**src/hdl/glb_cfg.svh**
```systemverilog
// chain sizing macros; tile id width must cover the tile count and data width must be a multiple of 8
`ifndef GLB_CFG_SVH
`define GLB_CFG_SVH

// number of tile stages in the chain
`define GLB_NUM_TILES 4

// tile select field taken from the upper address bits
`define GLB_TILE_ID_WIDTH 2

// word address inside one bank
// 64 words
`define GLB_BANK_ADDR_WIDTH 6

// full word address seen by the processor
`define GLB_ADDR_WIDTH (`GLB_TILE_ID_WIDTH + `GLB_BANK_ADDR_WIDTH)

// data word width
// one strobe bit per byte lane
`define GLB_DATA_WIDTH 32

`endif

```
**src/hdl/glb_pkg.sv**
```systemverilog
// shared packet types for the tile chain; widths come from glb_cfg.svh on the include path
package glb_pkg;

    `include "glb_cfg.svh"

    // opcode carried in every eastbound packet
    // anything other than idle marks the packet valid
    typedef enum logic [1:0] {
        OP_IDLE  = 2'b00,
        OP_WRITE = 2'b01,
        OP_READ  = 2'b10
    } pkt_op_e;

    // processor word address
    // upper bits select the tile
    typedef logic [`GLB_ADDR_WIDTH-1:0] addr_t;

    // word address inside one bank
    typedef logic [`GLB_BANK_ADDR_WIDTH-1:0] bank_addr_t;

    // data word
    typedef logic [`GLB_DATA_WIDTH-1:0] data_t;

    // byte lane write strobe
    typedef logic [`GLB_DATA_WIDTH/8-1:0] strb_t;

    // tile select field
    typedef logic [`GLB_TILE_ID_WIDTH-1:0] tile_id_t;

endpackage

```
**src/hdl/glb_proc_start.sv**
```systemverilog
// processor entry point; no ready signal, so every request is launched the cycle after it is sampled
`timescale 1ns/100ps

module glb_proc_start (
    input  logic              clk,
    input  logic              reset,

    // processor side
    input  logic              proc_wr_en,
    input  glb_pkg::strb_t    proc_wr_strb,
    input  glb_pkg::addr_t    proc_wr_addr,
    input  glb_pkg::data_t    proc_wr_data,
    input  logic              proc_rd_en,
    input  glb_pkg::addr_t    proc_rd_addr,
    output glb_pkg::data_t    proc_rd_data,
    output logic              proc_rd_data_valid,

    // eastbound packet into tile 0
    output glb_pkg::pkt_op_e  w2e_op,
    output glb_pkg::strb_t    w2e_strb,
    output glb_pkg::addr_t    w2e_addr,
    output glb_pkg::data_t    w2e_data,
    output glb_pkg::data_t    w2e_rdrs_data,
    output logic              w2e_rdrs_valid,

    // westbound response out of tile 0
    input  glb_pkg::data_t    e2w_rd_data,
    input  logic              e2w_rd_data_valid
);
    import glb_pkg::*;

    pkt_op_e op_next;
    addr_t   addr_next;
    strb_t   strb_next;
    data_t   data_next;

    // write wins when both enables are high
    // read packets carry zero data and zero strobe
    always_comb begin
        op_next   = OP_IDLE;
        addr_next = proc_rd_addr;
        strb_next = '0;
        data_next = '0;
        if (proc_wr_en) begin
            op_next   = OP_WRITE;
            addr_next = proc_wr_addr;
            strb_next = proc_wr_strb;
            data_next = proc_wr_data;
        end else if (proc_rd_en) begin
            op_next   = OP_READ;
        end
    end

    // launch register
    // opcode is the only control bit
    always_ff @(posedge clk) begin
        if (reset) begin
            w2e_op <= OP_IDLE;
        end else begin
            w2e_op <= op_next;
        end
    end

    always_ff @(posedge clk) begin
        w2e_strb <= strb_next;
        w2e_addr <= addr_next;
        w2e_data <= data_next;
    end

    // response slot starts empty
    // the addressed tile fills it
    assign w2e_rdrs_data  = '0;
    assign w2e_rdrs_valid = 1'b0;

    // returning read data
    always_ff @(posedge clk) begin
        if (reset) begin
            proc_rd_data_valid <= 1'b0;
        end else begin
            proc_rd_data_valid <= e2w_rd_data_valid;
        end
    end

    always_ff @(posedge clk) begin
        proc_rd_data <= e2w_rd_data;
    end

endmodule

```
**config.mk**
```make
export PLATFORM = sky130hd
export DESIGN_NAME = glb_proc_start
export DESIGN_NICKNAME = d
export VERILOG_FILES = /design/src/hdl/glb_pkg.sv /design/src/hdl/glb_proc_start.sv
export VERILOG_INCLUDE_DIRS = /design/src /design/src/hdl
export SDC_FILE = /design/constraint.sdc
export NUM_CORES = 1
export LEC_CHECK = 0
export ABC_AREA = 1
export BUFFER_PORTS_ARGS = -buffer_cell sky130_fd_sc_hd__buf_4
export CORE_MARGIN = 2
export CORE_UTILIZATION = 35
export DETAILED_ROUTE_END_ITERATION = 10
export GPL_TIMING_DRIVEN = 0
export PLACE_DENSITY_LB_ADDON = 0.05
export RECOVER_POWER = 25
export SYNTH_ARGS = -nofsm -noshare
export SYNTH_HDL_FRONTEND = slang
export SYNTH_SLANG_ARGS = --single-unit
```
**constraint.sdc**
```tcl
create_clock -name clk -period 1.1 [get_ports clk]
set_input_delay 0.11 -clock clk [delete_from_list [all_inputs] [get_ports clk]]
set_output_delay 0.11 -clock clk [all_outputs]
set_load 0.01 [all_outputs]
```
==> impl.org <==
** Worst setup path
- Critical Path End Type :: output port
- Library cell contributing the largest single delay on the critical path :: sky130_fd_sc_hd__dfxtp_1
- Worst endpoint required time :: 0.99 ns
- Critical path class :: flip-flop to output port
- Data arrival time of the critical path :: 0.80 ns
- Critical path's largest stage delay :: 0.34 ns
- In this run the worst path has a maximum fanout of 1.
- Grouping stages by cell kind, the critical path spends the most delay in flip-flops.
- Type of origin of the critical path :: flip-flop
- Counting both buffers and inverters, the worst setup path holds a total of 1.
- The critical path goes through buf_4.

** Final layout
- Fill cells in the final layout number 440.
- Final Net Count :: 606
- Final std cells w/o fill :: 598
- Total area of multi-input combinational cells :: 364 sq um
- Area taken by flip-flops and latches :: 0.00158 sq mm
- Synthesis-to-finish area growth :: 112%
- Fraction of final layout cells with drive strength greater than 1 :: 42.0%
- Diodes inserted :: 0

** Yosys
- The cell area that synthesis handed to floorplanning was 0.00228 sq mm.
- Cell count after synthesis :: 221
- After synthesis the netlist holds a flip-flop and latch count of 79.
- Total of warnings raised by yosys :: 0
- Share of the yosys chip area belonging to registers :: 69.5%
- A synthesized cell averages 10.3 sq um.
- The synthesized netlist contains 8 unique library cells.

** CTS
- Buffer count from post-CTS setup fixing :: 0
- Clock-pin transition on the worst setup and hold timing paths :: 0.08 ns
- TritonCTS clock tree :: built
- No sink is reached through more buffers than the 2 on the longest clock path.
- The tree built by TritonCTS fans out to 79 sinks.
- CTS placed an instance of sky130_fd_sc_hd__clkbuf_8 at the clock tree root.
- Number of buffers added by the clock tree synthesis step :: 9
- H-Tree Depth :: 3

** Place
- The HPWL after detailed placement is 4330 um.
- The count of buffers added on input and output ports is 166.
- Final Wtd Congestion :: 0.760
- # placed instances :: 496

** STA
- Min Tclk post-route :: 0.915 ns
- Post-Route Setup TNS :: 0 ns
- Setup repair after global routing missed its margin :: false
- Hold violation count in the final report :: 0
- Setup violations remaining at the end of the flow were counted as 0.
- Based on the critical path, the design can be clocked at up to 1.09 GHz.
- The final critical path takes up 83.2% of the cycle.
- Max-slew violation total from the final report :: 0

** Routing
- Routed via count :: 2250
- Ratio of routed vias to standard cells :: 3.76
- After the first detailed-routing iteration, the DRC count stood at 24.
- Detail-routed net length per standard cell :: 12.2 um
- Count of nets left with antenna violations after detail routing :: 0
- The routed design has 7270 um of wire.
- For this run, design rule violations remaining after detail routing come to 0.
- Pre-Repair DR Iteration Count :: 4

** Floorplanning
- After floorplanning, the core was divided into 29 placement rows.
- Die width :: 84.6 um
- The core region is 0.00631 sq mm.
- For this configuration, the core starts out at a cell density of 36.0%.
- Die height :: 84.6 um
- The die covers 0.00716 sq mm.
- Total I/O pin count :: 201

** Power and ir drop
- Leakage dissipation :: 2.70 nW
- Maximum vdd drop :: 0.965 mV
- PD cells :: 1350 mW/mm^2

** Global route
- Vias in the first global route :: 2326
- The number of antenna violations at the first check in global routing is 0.
- The first global-routing pass estimated 11300 um of wire.
- Tot GR Track Use :: 20.6%
- Entering global routing, the biggest net connects 14 pins.
- Global routing finished with a remaining overflow of 0.

** Worst hold path
- The worst hold path belongs to the class input port to flip-flop.

** Flow run
- Total of max-cap violations :: 0

** Status
- The flow ran to the end, and the final reports show no timing, DRC or antenna violations.
[timing repair]
action,4_1_cts,5_1_grt
hold buffers,87,0
hold endpoints to repair,79,0
resized for setup,0,0
[per-stage QoR]
step	power, mW	cell area (sq um)	utilization, %	setup slack, ns	hold WS [ns]
3_5_place_dp	3.96	3740	59.2	0.488	0.216
3_3_place_gp	3.95	3740	59.2	0.511	0.214
6_report	6.51	4830	76.4	0.185	0.0317
4_1_cts	6.56	4830	76.5	0.177	0.0154
2_1_floorplan	3.46	2400	-	0.545	0.138
5_1_grt	6.78	4830	76.4	0.156	0.0580
[cells in the mapped netlist]
cell type,n,area [sq um]
sky130_fd_sc_hd__buf_6,5,56.3
sky130_fd_sc_hd__inv_1,38,143
sky130_fd_sc_hd__nand2_1,61,229
sky130_fd_sc_hd__dfxtp_1,79,1580
sky130_fd_sc_hd__inv_2,1,3.75
sky130_fd_sc_hd__nor2_1,3,11.3
sky130_fd_sc_hd__buf_4,33,248
sky130_fd_sc_hd__conb_1,1,3.75
[placed cells by master, fill, tap and decap left out]
cell type / instances
sky130_fd_sc_hd__clkbuf_4: 38
sky130_fd_sc_hd__clkinvlp_4: 3
sky130_fd_sc_hd__bufinv_16: 2
sky130_fd_sc_hd__inv_1: 38
sky130_fd_sc_hd__dlygate4sd3_1: 87
sky130_fd_sc_hd__nor2_1: 3
sky130_fd_sc_hd__buf_4: 160
sky130_fd_sc_hd__nand2_1: 61
sky130_fd_sc_hd__clkbuf_1: 1
sky130_fd_sc_hd__inv_2: 1
sky130_fd_sc_hd__clkbuf_8: 10
sky130_fd_sc_hd__conb_1: 33
sky130_fd_sc_hd__dfxtp_1: 79
sky130_fd_sc_hd__buf_6: 5
[cell type report]
| class | count | share of cell area [%] |
|---|---|---|
| buffer | 38 | 6.30 |
| clock buffer | 10 | 2.85 |
| clock inverter | 5 | 1.71 |
| inverter | 39 | 3.03 |
| multi-input combinational | 97 | 7.54 |
| sequential | 79 | 32.8 |
| tap | 77 | 2.00 |
| timing repair buffer | 253 | 43.8 |
[where the power goes]
group,internal [mW],switching [mW]
Combinational,0.700,0.402
Sequential,3.02,0.0428
Clock,1.33,1.02
[metal layers]
metal	global-route usage [%]	vias to the layer above	wire [um]
met4	10.2	0	167
met5	0	-	0
met3	6.59	13	674
met1	19.7	970	2470
met2	39.2	119	3960
li1	-	1148	-
[final timing paths]
kind,start,to,slack [ns],cells after the start
max,proc_rd_data[16]$_DFF_P_,proc_rd_data[16],0.19,1
min,proc_wr_en,w2e_addr[5]$_DFF_P_,0.03,3
[kinds of logic after synthesis]
logic type	Yosys count	synth area share, %
other	1	0.165
DFF	79	69.5
and+or+nand+nor	64	10.6
buffers and inverters	77	19.8
[registers in the layout, summed over array words and instances, names as in the netlist]
signal and cells:
proc_rd_data_valid 1, w2e_op 2, proc_rd_data 32, w2e_strb 4, w2e_data 32, w2e_addr 8
Note: power is estimated with default switching activity, not from simulation.
