$ cat src/hdl/glb_cfg.svh
// chain sizing macros; tile id width must cover the tile count and data width must be a multiple of 8
`ifndef GLB_CFG_SVH
`define GLB_CFG_SVH

// number of tile stages in the chain
`define GLB_NUM_TILES 4

// tile select field taken from the upper address bits
`define GLB_TILE_ID_WIDTH 2

// word address inside one bank
// 64 words
`define GLB_BANK_ADDR_WIDTH 6

// full word address seen by the processor
`define GLB_ADDR_WIDTH (`GLB_TILE_ID_WIDTH + `GLB_BANK_ADDR_WIDTH)

// data word width
// one strobe bit per byte lane
`define GLB_DATA_WIDTH 32

`endif

$ cat src/hdl/glb_pkg.sv
// shared packet types for the tile chain; widths come from glb_cfg.svh on the include path
package glb_pkg;

    `include "glb_cfg.svh"

    // opcode carried in every eastbound packet
    // anything other than idle marks the packet valid
    typedef enum logic [1:0] {
        OP_IDLE  = 2'b00,
        OP_WRITE = 2'b01,
        OP_READ  = 2'b10
    } pkt_op_e;

    // processor word address
    // upper bits select the tile
    typedef logic [`GLB_ADDR_WIDTH-1:0] addr_t;

    // word address inside one bank
    typedef logic [`GLB_BANK_ADDR_WIDTH-1:0] bank_addr_t;

    // data word
    typedef logic [`GLB_DATA_WIDTH-1:0] data_t;

    // byte lane write strobe
    typedef logic [`GLB_DATA_WIDTH/8-1:0] strb_t;

    // tile select field
    typedef logic [`GLB_TILE_ID_WIDTH-1:0] tile_id_t;

endpackage

$ cat src/hdl/glb_bank.sv
// single-port bank with registered read; contents are undefined until written and there is no reset
`timescale 1ns/100ps

module glb_bank (
    input  logic                clk,
    input  logic                wr_en,
    input  logic                rd_en,
    input  glb_pkg::strb_t      strb,
    input  glb_pkg::bank_addr_t addr,
    input  glb_pkg::data_t      wr_data,
    output glb_pkg::data_t      rd_data
);
    import glb_pkg::*;

    `include "glb_cfg.svh"

    localparam int num_words = 1 << `GLB_BANK_ADDR_WIDTH;
    localparam int num_lanes = `GLB_DATA_WIDTH / 8;

    // storage array
    data_t mem [num_words];

    // byte lane write
    // lanes with strobe low keep their old value
    always_ff @(posedge clk) begin
        if (wr_en) begin
            for (int lane = 0; lane < num_lanes; lane++) begin
                if (strb[lane]) begin
                    mem[addr][lane*8 +: 8] <= wr_data[lane*8 +: 8];
                end
            end
        end
    end

    // registered read
    // output holds between reads
    always_ff @(posedge clk) begin
        if (rd_en) begin
            rd_data <= mem[addr];
        end
    end

endmodule

$ cat src/hdl/glb_tile.sv
// one chain stage with one register each way; tile_id must be unique and below the tile count
`timescale 1ns/100ps

module glb_tile #(
    parameter glb_pkg::tile_id_t tile_id = '0
) (
    input  logic              clk,
    input  logic              reset,

    // eastbound packet from the west neighbour
    input  glb_pkg::pkt_op_e  w2e_in_op,
    input  glb_pkg::strb_t    w2e_in_strb,
    input  glb_pkg::addr_t    w2e_in_addr,
    input  glb_pkg::data_t    w2e_in_data,
    input  glb_pkg::data_t    w2e_in_rdrs_data,
    input  logic              w2e_in_rdrs_valid,

    // eastbound packet to the east neighbour
    output glb_pkg::pkt_op_e  w2e_out_op,
    output glb_pkg::strb_t    w2e_out_strb,
    output glb_pkg::addr_t    w2e_out_addr,
    output glb_pkg::data_t    w2e_out_data,
    output glb_pkg::data_t    w2e_out_rdrs_data,
    output logic              w2e_out_rdrs_valid,

    // westbound response
    input  glb_pkg::data_t    e2w_in_rd_data,
    input  logic              e2w_in_rd_data_valid,
    output glb_pkg::data_t    e2w_out_rd_data,
    output logic              e2w_out_rd_data_valid
);
    import glb_pkg::*;

    `include "glb_cfg.svh"

    tile_id_t   pkt_tile_id;
    bank_addr_t pkt_bank_addr;
    logic       tile_hit;
    logic       bank_wr_en;
    logic       bank_rd_en;
    data_t      bank_rd_data;
    logic       rd_hit_q;
    data_t      rdrs_data_q;
    logic       rdrs_valid_q;

    // address split
    assign pkt_tile_id   = w2e_in_addr[`GLB_ADDR_WIDTH-1 -: `GLB_TILE_ID_WIDTH];
    assign pkt_bank_addr = w2e_in_addr[`GLB_BANK_ADDR_WIDTH-1:0];
    assign tile_hit      = (pkt_tile_id == tile_id);

    // bank acts on the same edge that captures the packet
    assign bank_wr_en = tile_hit && (w2e_in_op == OP_WRITE);
    assign bank_rd_en = tile_hit && (w2e_in_op == OP_READ);

    glb_bank u_bank (
        .clk     (clk),
        .wr_en   (bank_wr_en),
        .rd_en   (bank_rd_en),
        .strb    (w2e_in_strb),
        .addr    (pkt_bank_addr),
        .wr_data (w2e_in_data),
        .rd_data (bank_rd_data)
    );

    // eastbound control
    always_ff @(posedge clk) begin
        if (reset) begin
            w2e_out_op   <= OP_IDLE;
            rd_hit_q     <= 1'b0;
            rdrs_valid_q <= 1'b0;
        end else begin
            w2e_out_op   <= w2e_in_op;
            rd_hit_q     <= bank_rd_en;
            rdrs_valid_q <= w2e_in_rdrs_valid;
        end
    end

    // eastbound payload
    always_ff @(posedge clk) begin
        w2e_out_strb <= w2e_in_strb;
        w2e_out_addr <= w2e_in_addr;
        w2e_out_data <= w2e_in_data;
        rdrs_data_q  <= w2e_in_rdrs_data;
    end

    // bank output is already registered
    // so it joins the packet here
    assign w2e_out_rdrs_data  = rd_hit_q ? bank_rd_data : rdrs_data_q;
    assign w2e_out_rdrs_valid = rd_hit_q ? 1'b1 : rdrs_valid_q;

    // westbound stage
    always_ff @(posedge clk) begin
        if (reset) begin
            e2w_out_rd_data_valid <= 1'b0;
        end else begin
            e2w_out_rd_data_valid <= e2w_in_rd_data_valid;
        end
    end

    always_ff @(posedge clk) begin
        e2w_out_rd_data <= e2w_in_rd_data;
    end

endmodule

$ cat config.mk
export PLATFORM = sky130hd
export DESIGN_NAME = glb_tile
export DESIGN_NICKNAME = d
export VERILOG_FILES = /design/src/hdl/glb_pkg.sv /design/src/hdl/glb_bank.sv /design/src/hdl/glb_tile.sv
export VERILOG_INCLUDE_DIRS = /design/src /design/src/hdl
export SDC_FILE = /design/constraint.sdc
export NUM_CORES = 2
export LEC_CHECK = 0
export ABC_AREA = 1
export BUFFER_PORTS_ARGS = -buffer_cell sky130_fd_sc_hd__buf_2
export CORE_MARGIN = 5
export CORE_UTILIZATION = 48
export DETAILED_ROUTE_END_ITERATION = 7
export SYNTH_ARGS = -nofsm -noshare
export SYNTH_HDL_FRONTEND = slang
export SYNTH_SLANG_ARGS = --single-unit
$ cat constraint.sdc
create_clock -name clk -period 5 [get_ports clk]
set_clock_uncertainty 0.15 [all_clocks]
set_input_delay 1.5 -clock clk [delete_from_list [all_inputs] [get_ports clk]]
set_output_delay 1.5 -clock clk [all_outputs]
set_load 0.01 [all_outputs]
==> metrics.txt <==
layout cells sized above 1=0.0978; Routed WL=271000 um; DR WL/cell=22.6 um; worst hold path type=primary input to flip-flop; Detailed Routing Iterations Pass 1=6; post-CTS resize count=0; NumNets Final=9412; synthesized flop and latch total=2193; GR Util All Layers=0.270; Post-DRT Antenna Nets=0; DR iter-0 viols=6724; Max Cap Violations=0; antenna violations before repair=31; count of non-filler cells in the finished layout=11996; gr ovfl total=0; port bufs=225; Worst Max-Slew Pin Slew=1.26 ns; Pwr per Cell Area=374 nW/um^2; H-tree levels=4; period utilisation layout=0.774; CP Max Fanout=53; area of the core=188000 sq um; Cell variety after synth=21; vias in the first global route=59924; cts bufs inserted=224; dpl hpwl=166000 um; internal power=29700 uW; nature of the critical path endpoint=flip-flop; vias=63041; fin. max-slew vios=0; Die X=444 um; Area Growth Syn to Fin=13.6%; Mapped Cells=8950; most common cell after layout, fill and taps aside=nand2_1; Post-Syn Area=90600 sq um; worst hold margin=0.578 ns; # setup viols final=0; clock power share=0.418; GP Congestion=0.957; Lkg Pwr=0.0433 uW; CP Launch Type=primary input; critical path type=primary input to flip-flop; status=finished clean; first-pass GRT wire length=396000 um; DRC Markers=0; WP data arrival=4.20 ns; CTS tree=done; worst-skew pair later-pin latency=0.87 ns; IO Pins=226; Comb pwr share=0.058; root buf cell=clkbuf_16; Hold Buf Count CTS=0; Final Hold Fails=0; clock sink count=2193; unrepaired setup endpoints after global routing=no; largest net degree at the start of global routing=201; VDD IR max=0.335 mV; syn avg cell area=10.1 sq um; commonest cells after routing, fill and taps aside=nand2_1 (5887), edfxtp_1 (2080), nor2_1 (332), buf_4 (331), clkbuf_16 (231); Post-CTS Setup Repair Bufs=0; Reg clk slew, reported paths=0.06 ns; fmax=0.258 GHz; Chip Height=444 um; relative slew slack=0.157; deepest clock path buffer count=3; placed instance count=11567; vias per cell=5.26; Sum Neg Setup Slack=0 ns; sequential power share=0.524; P_sw=8740 uW; Initial Util=0.482; Tmin final=3.87 ns; synth warn=0; Net Count, Synth=9064; WP data required=5.33 ns; Site Rows=159; register area share after synthesis=0.715; die area=197000 sq um; sw frac=0.227
[final timing paths]
path / startpoint / to / slack [ns] / depth (start not counted)
worst max register to register: u_bank.mem[33][30] / u_bank.rd_data[30] / 3.00 / 8
worst min-delay path: w2e_in_rdrs_data[9] / rdrs_data_q[9] / 0.58 / 1
worst min register to register: u_bank.mem[23][30] / u_bank.rd_data[30] / 0.71 / 6
worst max-delay path: w2e_in_addr[1] / u_bank.mem[34][1] / 1.13 / 7
[worst max-delay path: stages]
cell and delay, ns:
buf_8 0.32, inv_16 0.16, nor2_2 0.19, inv_1 0.10
nor2_2 0.29, nand2_1 0.63, nor2_1 0.86
[flip-flops by register name, indices dropped and copies added (netlist names)]
name / cells
u_bank.rd_data: 32
w2e_out_op: 2
w2e_out_addr: 8
u_bank.mem: 2048
rd_hit_q: 1
e2w_out_rd_data: 32
rdrs_valid_q: 1
w2e_out_strb: 4
rdrs_data_q: 32
e2w_out_rd_data_valid: 1
w2e_out_data: 32
[cell families (layout without fill, tap and decap cells)]
kind of cell	count (synthesis)	in the layout	share of synthesized area
buf+inv	486	1019	0.0242
simple gates	6257	6257	0.260
compound gates	14	14	0.000967
flops	2193	2193	0.715
other cells	0	18	0
[routing by layer]
| metal | routed length (um) | vias to the layer above | GRT usage |
|---|---|---|---|
| met5 | 106 | - | 0 |
| met4 | 13900 | 14 | 0.128 |
| met3 | 22600 | 503 | 0.0511 |
| met2 | 124000 | 2518 | 0.422 |
| met1 | 111000 | 30485 | 0.369 |
| li1 | - | 29521 | - |
[cell type report]
cell class | instances | area, sq um
sequential | 2193 | 64700
clock buffer | 293 | 6080
inverter | 27 | 133
multi-input combinational | 6271 | 23700
timing repair buffer | 581 | 4140
antenna | 18 | 45.0
clock inverter | 118 | 913
fill | 16477 | 84900
tap | 2495 | 3120
[power by group through the flow]
stage                     Clock, uW  Combinational, uW  Sequential, uW
final                         16100               2240           20200
after global routing          17100               2470           20200
after CTS                     16300               2240           20200
after detailed placement          0               2230           20600
after global placement            0               2220           20600
after floorplan                   0               1200           20600
[through the flow]
| stage | setup WS, ns | utilization | power, uW | cell area [sq um] |
|---|---|---|---|---|
| after floorplan | 0.362 | - | 21800 | 90600 |
| after global placement | 0.297 | 0.510 | 22800 | 95800 |
| after detailed placement | 0.284 | 0.510 | 22800 | 95800 |
| after CTS | 1.18 | 0.548 | 38700 | 103000 |
| after global routing | 1.12 | 0.548 | 39700 | 103000 |
| final | 1.13 | 0.548 | 38500 | 103000 |
[synthesized netlist by cell type]
library cell  number  area share
dfxtp_1          113       0.025
nor3_2             1     0.00011
o21ai_1            6     0.00033
nor2_1           332       0.014
inv_2              5     0.00021
nor2_2            11     0.00076
nand3_1            5     0.00028
buf_2            280       0.015
buf_1             36      0.0015
o211ai_1           7     0.00058
buf_4              4     0.00033
nor4_1             1    0.000069
edfxtp_1        2080        0.69
nor3_1             9     0.00050
o21ai_0            1    0.000055
inv_4              1    0.000069
inv_1             21     0.00087
nand2_1         5891        0.24
or2_2              6     0.00041
or2_1              1    0.000069
clkbuf_1         139      0.0058
Power figures use the tool's default switching activity.
